`config.mk`:
```
export PLATFORM = sky130hd
export DESIGN_NAME = ddr2_ctrl_top
export DESIGN_NICKNAME = d
export VERILOG_FILES = /design/src/source/ddr2_pkg.sv /design/src/source/ddr2_ctrl_top.sv /design/src/source/ddr2_cmd_seq.sv /design/src/source/ddr2_refresh_timer.sv /design/src/source/ddr2_req_fifo.sv /design/src/source/ddr2_req_capture.sv
export SDC_FILE = /design/constraint.sdc
export NUM_CORES = 1
export LEC_CHECK = 0
export BUFFER_PORTS_ARGS = -buffer_cell sky130_fd_sc_hd__buf_4
export CAP_MARGIN = 20
export CORE_ASPECT_RATIO = 1.4
export CORE_MARGIN = 2
export CORE_UTILIZATION = 64
export CTS_CLUSTER_DIAMETER = 40
export CTS_CLUSTER_SIZE = 40
export DETAILED_ROUTE_END_ITERATION = 12
export HOLD_SLACK_MARGIN = 0.1
export PLACE_DENSITY_LB_ADDON = 0.3
export SYNTH_ARGS = -nofsm -noshare
export SYNTH_HDL_FRONTEND = slang
export SYNTH_SLANG_ARGS = --single-unit
```
`constraint.sdc`:
```
create_clock -name clk -period 4.9 [get_ports clk]
set_clock_uncertainty 0.2 [all_clocks]
set_input_delay 0.49 -clock clk [delete_from_list [all_inputs] [get_ports clk]]
set_output_delay 0.49 -clock clk [all_outputs]
set_load 0.005 [all_outputs]
```
`src/source/ddr2_pkg.sv`:
```
package ddr2_pkg;

    // --------------------
    // address geometry
    // --------------------
    localparam int BA_BITS        = 3;
    localparam int ROW_BITS       = 14;
    localparam int COL_BITS       = 10;
    localparam int ADDR_BITS      = 14;
    localparam int HOST_ADDR_BITS = BA_BITS + ROW_BITS + COL_BITS;  // bank, row, column

    // --------------------
    // timing in clk cycles, 5 ns memory clock
    // --------------------
    localparam int T_RCD     = 3;
    localparam int T_RP      = 3;
    localparam int T_RFC     = 26;
    localparam int T_REFI    = 1560;
    localparam int T_WR      = 3;
    localparam int T_RTP     = 2;
    localparam int CL        = 3;
    localparam int WL        = CL - 1;
    localparam int WR_TO_PRE = WL + 2 + T_WR;  // last data beat, then write recovery
    localparam int RD_TO_PRE = 2 + T_RTP;

    localparam int FIFO_DEPTH = 4;
    localparam int A10_ALL    = 10;  // all banks on PRE, auto precharge on column cmds

    // {cs_n, ras_n, cas_n, we_n}
    typedef enum logic [3:0] {
        NOP   = 4'b0111,
        ACT   = 4'b0011,
        WRITE = 4'b0100,
        READ  = 4'b0101,
        PRE   = 4'b0010,
        AREF  = 4'b0001
    } ddr2_cmd_e;

    typedef struct packed {
        logic                  is_write;
        logic [BA_BITS-1:0]    ba;
        logic [ROW_BITS-1:0]   row;
        logic [COL_BITS-3:0]   col_q;     // column in four-word units
        logic [3:0]            beats_m1;  // bursts minus one
    } ddr2_req_t;

    typedef struct packed {
        logic [ADDR_BITS-A10_ALL-2:0] spare;
        logic                         a10;
        logic [A10_ALL-1:0]           col;
    } ddr2_col_addr_t;

    // one address word, row view for ACT and column view for WRITE/READ/PRE
    typedef union packed {
        logic [ROW_BITS-1:0] as_row;
        ddr2_col_addr_t      as_col;
    } ddr2_addr_u;

    typedef struct packed {
        ddr2_cmd_e          cmd;
        logic [BA_BITS-1:0] ba;
        ddr2_addr_u         addr;
    } ddr2_bus_t;

endpackage
```
`src/source/ddr2_ctrl_top.sv`:
```
`timescale 1ns/1ns

module ddr2_ctrl_top import ddr2_pkg::*; (
    input  logic                      clk,
    input  logic                      rst_n,
    input  logic                      req_valid,
    input  logic                      req_write,
    input  logic [HOST_ADDR_BITS-1:0] req_addr,
    input  logic [3:0]                req_beats_m1,
    output logic                      req_ready,
    output ddr2_bus_t                 ddr2_bus
);

    logic      push;
    logic      pop;
    logic      full;
    logic      empty;
    logic      ref_due;
    logic      ref_ack;
    ddr2_req_t push_req;
    ddr2_req_t head;

    ddr2_req_capture ddr2_req_capture_inst (
        .clk, .rst_n, .req_valid, .req_write, .req_addr, .req_beats_m1,
        .full, .req_ready, .push, .push_req
    );

    ddr2_req_fifo ddr2_req_fifo_inst (
        .clk, .rst_n, .push, .push_req, .pop, .head, .empty, .full
    );

    ddr2_refresh_timer ddr2_refresh_timer_inst (
        .clk, .rst_n, .ref_ack, .ref_due
    );

    ddr2_cmd_seq ddr2_cmd_seq_inst (
        .clk, .rst_n, .empty, .head, .ref_due, .pop, .ref_ack, .ddr2_bus
    );

endmodule

```
`src/source/ddr2_cmd_seq.sv`:
```
`timescale 1ns/1ns

module ddr2_cmd_seq import ddr2_pkg::*; (
    input  logic      clk,
    input  logic      rst_n,
    input  logic      empty,
    input  ddr2_req_t head,
    input  logic      ref_due,
    output logic      pop,
    output logic      ref_ack,
    output ddr2_bus_t ddr2_bus
);

    typedef enum logic [2:0] {
        IDLE,
        ACT_WAIT,
        BURST,
        RECOVER,
        PRE_WAIT,
        REF_WAIT
    } seq_state_e;

    typedef logic [$clog2(T_RFC)-1:0] wait_t;  // longest wait is tRFC

    seq_state_e           state;
    wait_t                wait_cnt;
    wait_t                rec_len;
    ddr2_req_t            cur_req;   // request being served
    logic [3:0]           beat_idx;  // bursts issued so far
    logic [COL_BITS-3:0]  col_word;
    ddr2_cmd_e            col_cmd;
    ddr2_addr_u           row_addr;
    ddr2_addr_u           col_addr;
    ddr2_addr_u           pre_addr;

    // refresh wins over a waiting request
    assign ref_ack = (state == IDLE) && ref_due;
    assign pop     = (state == IDLE) && !ref_due && !empty;

    // --------------------
    // command and address decode
    // --------------------
    always_comb begin
        col_word = cur_req.col_q + {4'b0000, beat_idx};
        col_cmd  = cur_req.is_write ? WRITE : READ;
        rec_len  = cur_req.is_write ? wait_t'(WR_TO_PRE - 1) : wait_t'(RD_TO_PRE - 1);

        row_addr        = '0;
        row_addr.as_row = head.row;

        col_addr            = '0;
        col_addr.as_col.col = {col_word, 2'b00};  // four-word aligned

        pre_addr            = '0;
        pre_addr.as_col.a10 = 1'b1;  // precharge all banks
    end

    always_ff @(posedge clk) begin
        if (pop) begin
            cur_req <= head;
        end
    end

    // --------------------
    // sequencer FSM
    // --------------------
    always_ff @(posedge clk or negedge rst_n) begin
        if (!rst_n) begin
            state    <= IDLE;
            wait_cnt <= '0;
            beat_idx <= '0;
            ddr2_bus <= '{cmd: NOP, ba: '0, addr: '0};
        end else begin
            ddr2_bus.cmd <= NOP;  // ba and addr hold
            case (state)
                IDLE: begin
                    if (ref_due) begin
                        ddr2_bus.cmd <= AREF;
                        wait_cnt     <= wait_t'(T_RFC - 1);
                        state        <= REF_WAIT;
                    end else if (!empty) begin
                        ddr2_bus <= '{cmd: ACT, ba: head.ba, addr: row_addr};
                        wait_cnt <= wait_t'(T_RCD - 2);  // one more cycle spent entering BURST
                        beat_idx <= '0;
                        state    <= ACT_WAIT;
                    end
                end
                ACT_WAIT: begin
                    if (wait_cnt == '0) begin
                        state <= BURST;
                    end else begin
                        wait_cnt <= wait_cnt - 1'b1;
                    end
                end
                BURST: begin
                    if (wait_cnt == '0) begin
                        ddr2_bus <= '{cmd: col_cmd, ba: cur_req.ba, addr: col_addr};
                        beat_idx <= beat_idx + 1'b1;
                        if (beat_idx == cur_req.beats_m1) begin
                            wait_cnt <= rec_len;  // write or read recovery
                            state    <= RECOVER;
                        end else begin
                            wait_cnt <= wait_t'(1);  // next burst two cycles on
                        end
                    end else begin
                        wait_cnt <= wait_cnt - 1'b1;
                    end
                end
                RECOVER: begin
                    if (wait_cnt == '0) begin
                        ddr2_bus <= '{cmd: PRE, ba: cur_req.ba, addr: pre_addr};
                        wait_cnt <= wait_t'(T_RP - 1);
                        state    <= PRE_WAIT;
                    end else begin
                        wait_cnt <= wait_cnt - 1'b1;
                    end
                end
                PRE_WAIT, REF_WAIT: begin
                    if (wait_cnt == '0) begin
                        state <= IDLE;
                    end else begin
                        wait_cnt <= wait_cnt - 1'b1;
                    end
                end
                default: state <= IDLE;
            endcase
        end
    end

endmodule

```
`src/source/ddr2_refresh_timer.sv`:
```
`timescale 1ns/1ns

module ddr2_refresh_timer import ddr2_pkg::*; (
    input  logic clk,
    input  logic rst_n,
    input  logic ref_ack,
    output logic ref_due
);

    typedef logic [$clog2(T_REFI)-1:0] refi_t;

    refi_t refi_cnt;
    logic  wrap;

    assign wrap = (refi_cnt == refi_t'(T_REFI - 1));

    // free running, restarts every T_REFI cycles
    always_ff @(posedge clk or negedge rst_n) begin
        if (!rst_n) begin
            refi_cnt <= '0;
            ref_due  <= 1'b0;
        end else begin
            refi_cnt <= wrap ? '0 : refi_cnt + 1'b1;
            if (wrap) begin
                ref_due <= 1'b1;  // a pending one just stays set
            end else if (ref_ack) begin
                ref_due <= 1'b0;
            end
        end
    end

endmodule

```
`src/source/ddr2_req_fifo.sv`:
```
`timescale 1ns/1ns

module ddr2_req_fifo import ddr2_pkg::*; (
    input  logic      clk,
    input  logic      rst_n,
    input  logic      push,
    input  ddr2_req_t push_req,
    input  logic      pop,
    output ddr2_req_t head,
    output logic      empty,
    output logic      full
);

    typedef logic [$clog2(FIFO_DEPTH)-1:0]   ptr_t;
    typedef logic [$clog2(FIFO_DEPTH+1)-1:0] cnt_t;

    ddr2_req_t mem [FIFO_DEPTH];
    ptr_t      wr_ptr;
    ptr_t      rd_ptr;
    cnt_t      count;  // occupancy

    assign head  = mem[rd_ptr];
    assign empty = (count == '0);
    assign full  = (count == cnt_t'(FIFO_DEPTH));

    // --------------------
    // storage
    // --------------------
    always_ff @(posedge clk) begin
        if (push) begin
            mem[wr_ptr] <= push_req;
        end
    end

    // --------------------
    // pointers and count
    // --------------------
    always_ff @(posedge clk or negedge rst_n) begin
        if (!rst_n) begin
            wr_ptr <= '0;
            rd_ptr <= '0;
            count  <= '0;
        end else begin
            if (push) begin
                wr_ptr <= wr_ptr + 1'b1;  // wraps, depth is a power of two
            end
            if (pop) begin
                rd_ptr <= rd_ptr + 1'b1;
            end
            case ({push, pop})
                2'b10:   count <= count + 1'b1;
                2'b01:   count <= count - 1'b1;
                default: count <= count;  // idle or push with pop
            endcase
        end
    end

endmodule

```
`src/source/ddr2_req_capture.sv`:
```
`timescale 1ns/1ns

module ddr2_req_capture import ddr2_pkg::*; (
    input  logic                      clk,
    input  logic                      rst_n,
    input  logic                      req_valid,
    input  logic                      req_write,
    input  logic [HOST_ADDR_BITS-1:0] req_addr,
    input  logic [3:0]                req_beats_m1,
    input  logic                      full,
    output logic                      req_ready,
    output logic                      push,
    output ddr2_req_t                 push_req
);

    logic      hold_full;  // holding register occupied
    ddr2_req_t hold_req;

    assign req_ready = ~hold_full;
    assign push      = hold_full & ~full;  // wait here while the queue is full
    assign push_req  = hold_req;

    always_ff @(posedge clk or negedge rst_n) begin
        if (!rst_n) begin
            hold_full <= 1'b0;
        end else if (req_valid && req_ready) begin
            hold_full <= 1'b1;
        end else if (push) begin
            hold_full <= 1'b0;
        end
    end

    // split flat address, low two column bits dropped
    always_ff @(posedge clk) begin
        if (req_valid && req_ready) begin
            hold_req.is_write <= req_write;
            hold_req.ba       <= req_addr[HOST_ADDR_BITS-1 -: BA_BITS];
            hold_req.row      <= req_addr[COL_BITS +: ROW_BITS];
            hold_req.col_q    <= req_addr[COL_BITS-1:2];
            hold_req.beats_m1 <= req_beats_m1;
        end
    end

endmodule

```
==> out/metrics.yaml <==
clkLatencyLatePin_ns: 0.49
start_util_pct: 66.1
die_x_um: 102
placed_area_mm2: 0.00912
synth_top_family_by_area: "multiplexers"
synth_area_leaders: "edfxtp_1 (58%), dfrtp_1 (14%), mux4_2 (7.9%), ha_1 (1.8%), nand2_1 (1.8%)"
via_per_inst: 5.94
reg2regPathDepth: 9
crit_chain: "or3_1 -> nor3_2 -> buf_4 -> ha_1 -> inv_1 -> fa_1 -> xor2_1 -> nor2_1 -> xor2_1"
synth_ff_type: "edfxtp_1"
wl_mm: 15.7
grt.total_usage_pct: 23.1
synth_common_cells: "edfxtp_1 (166), dfrtp_1 (49), nand2_1 (40)"
drt_iter0_markers: 303
final_util_pct: 78.4
synth-async-reset-ratio_pct: 23.9
synth-seq-cells: 218
stdcell_count: 795
p_int_mw: 4.16
p_per_area_mw_per_mm2: 604
grt_pass1_vias: 4904
cp_common_cell: "xor2_1"
worst_slack_ns: 2.02
synthCells: 510
gp_congestion: 0.883
rsz0062_at_grt: "false"
synth_simple_gate_area_share_pct: 7.31
yosys.area.top_type_share_pct: 58.3
vias: 4724
clock-sinks: 218
fin_crit_sh_pct: 58.8
synth_edf_count: 166
finalSetupViolCount: 0
p_switching_mw: 1.96
postCtsSetupBuffers: 0
power_frac_clock_pct: 25.3
r2r_end: "ddr2_req_fifo_inst.count[2]$_DFFE_PN0P_"
grt-ovfl-total: 0
total_leakage_power_nw: 3.77
drive_gt1_share_pct: 22.4
die_area_mm2: 0.0143
cts_tree: "built"
cp_slowest_stage_delay_ns: 0.53
fmax_ghz: 0.347
hp-class: "register to register"
combinationalPowerShare_pct: 26.7
antenna_found_initial: 0
crit-reg2reg-launch: "ddr2_cmd_seq_inst.state[2]$_DFFE_PN0P_"
cts_root_buf: "clkbuf_16"
yosys.area.top_type: "edfxtp_1"
dp_hpwl_mm: 9.33
power_frac_seq_pct: 48.0
tns_ns: 0
start_kind: "register"
io_pins: 57
status: "completed"
h-tree-depth: 1
row_count: 49
routedWlPerCell_um: 19.7
cp.required_ns: 5.12
worstSetupEndpoint: "ddr2_req_fifo_inst.count[2]$_DFFE_PN0P_"
crit_path_start: "ddr2_cmd_seq_inst.state[2]$_DFFE_PN0P_"
timing.max_cap.violations: 0
synth-seq-area-share_pct: 73.6
yosysMostFrequentCell: "edfxtp_1"
crit_arrival_ns: 3.10
synth.area.mux_share_pct: 8.02
core-area_mm2: 0.0129
synthAdderAreaFrac_pct: 2.23
worstSetupPathType: "register to register"
grt_start_max_net_pins: 53
p_sw_share_pct: 32.0
synth_nets: 559
crit_slowest_cell: "dfrtp_1"
ys_types: 49
final_nets: 653
dr.pass1.iters: 5
numCtsBuffers: 19
hold_slack_ns: 0.275
synth_compound_area_share_pct: 4.66
ys_warn_count: 0
drc_errors: 0
clockBufferDepth: 3
r2r_slack_ns: 2.02
finalCriticalPeriod_ns: 2.88
antenna_cells: 0
grt_pass1_wl_mm: 25.3
cp-end-kind: "register"
port_buffers: 53
synth_area_per_cell_um2: 16.8
ant_nets: 0
place_inst: 727
vdd_ir_drop_max_uv: 434
syn_area_mm2: 0.00854
tightest_slew_ns: 1.08
die_y_um: 141
cp_max_fo: 26
finalHoldViolations: 0
slew_headroom_pct: 26.8
syn_to_final_growth_pct: 18.6
design_area_mm2: 0.0101
path_clk_slew_ns: 0.08
total_power_mw: 6.12
pre_cts_ws_ns: 2.04
final-max-slew-violation-count: 0
synth-xor-area-share_pct: 2.56
[power by group through the flow]
| stage | registers [mW] | logic [mW] | clock network, mW |
|---|---|---|---|
| global route | 2.99 | 1.80 | 1.65 |
| global placement | 2.97 | 1.47 | 0 |
| detailed placement | 3.01 | 1.54 | 0 |
| finish | 2.94 | 1.63 | 1.55 |
| floorplan | 2.81 | 1.20 | 0 |
| CTS | 2.98 | 1.58 | 1.58 |
[layer usage]
metal  track usage, %  share of wire, %  up-vias
met4             10.1               3.5        0
met3             3.72               5.2       44
met2             38.7                52      147
met5                0                 0        -
met1             29.9                39     2396
li1                 -                 -     2137
[logic make-up after synthesis]
group / Yosys count
other cells: 1
compound gates: 63
mux: 31
flops: 218
xor+xnor: 25
simple gates: 126
fa+ha+maj: 14
buf+inv: 32
[timing repair]
item	in CTS	in global routing
hold endpoints to repair	80	0
hold buffers	32	0
resized for setup	0	0
[placed cells by master (no fill, tap or decap), types with 5 or more instances in the layout]
cell type	synthesis	routed
nor3_1	5	5
xnor2_1	9	9
nand3_1	11	11
nor2_1	31	31
o21ai_0	20	20
clkbuf_16	0	19
inv_1	15	15
nand4_1	6	6
dfrtp_1	49	48
ha_1	12	12
a21oi_1	13	13
dlygate4sd3_1	0	32
a22oi_1	10	10
mux4_2	30	30
buf_4	2	57
edfxtp_1	166	166
xor2_1	16	16
nand2_1	40	40
[registers in the layout, indices dropped and copies added (netlist names)]
register / count
ddr2_cmd_seq_inst.state: 3
ddr2_cmd_seq_inst.beat_idx: 4
ddr2_refresh_timer_inst.ref_due: 1
ddr2_refresh_timer_inst.refi_cnt: 11
ddr2_cmd_seq_inst.wait_cnt: 5
ddr2_cmd_seq_inst.ddr2_bus: 20
ddr2_req_capture_inst.hold_full: 1
ddr2_req_fifo_inst.rd_ptr: 2
ddr2_req_fifo_inst.mem: 120
ddr2_req_capture_inst.push_req: 30
ddr2_cmd_seq_inst.cur_req: 16
ddr2_req_fifo_inst.wr_ptr: 2
ddr2_req_fifo_inst.count: 3
[cell type report]
class / instances / area, um^2
Sequential cell: 218 / 6290
Fill cell: 719 / 2800
Multi-Input combinational cell: 260 / 2130
Timing Repair Buffer: 90 / 768
Clock buffer: 20 / 479
Tap cell: 178 / 223
Clock inverter: 14 / 190
Inverter: 15 / 56.3
[critical path: cells and delay by family (launching register included)]
kind / cells / cell delay, ns
and+or+nand+nor: 3 / 0.74
xor gates and xnor gates: 2 / 0.30
buffers and inverters: 2 / 0.40
adders and majority gates: 2 / 0.63
DFF: 1 / 0.53
[worst min path at each step]
stage	start	end	cells past startpoint
final	ddr2_cmd_seq_inst.ddr2_bus[12]$_DFFE_PN0P_	ddr2_cmd_seq_inst.ddr2_bus[12]$_DFFE_PN0P_	2
after global placement	ddr2_cmd_seq_inst.cur_req[28]$_DFFE_PP_	ddr2_cmd_seq_inst.ddr2_bus[16]$_DFFE_PN0P_	2
after CTS	ddr2_cmd_seq_inst.cur_req[28]$_DFFE_PP_	ddr2_cmd_seq_inst.ddr2_bus[16]$_DFFE_PN0P_	2
after floorplan	rst_n	ddr2_cmd_seq_inst.beat_idx[0]$_DFFE_PN0P_	0
after detailed placement	ddr2_cmd_seq_inst.cur_req[28]$_DFFE_PP_	ddr2_cmd_seq_inst.ddr2_bus[16]$_DFFE_PN0P_	2
after global routing	ddr2_cmd_seq_inst.cur_req[28]$_DFFE_PP_	ddr2_cmd_seq_inst.ddr2_bus[16]$_DFFE_PN0P_	2
Note: power is estimated with default switching activity, not from simulation.
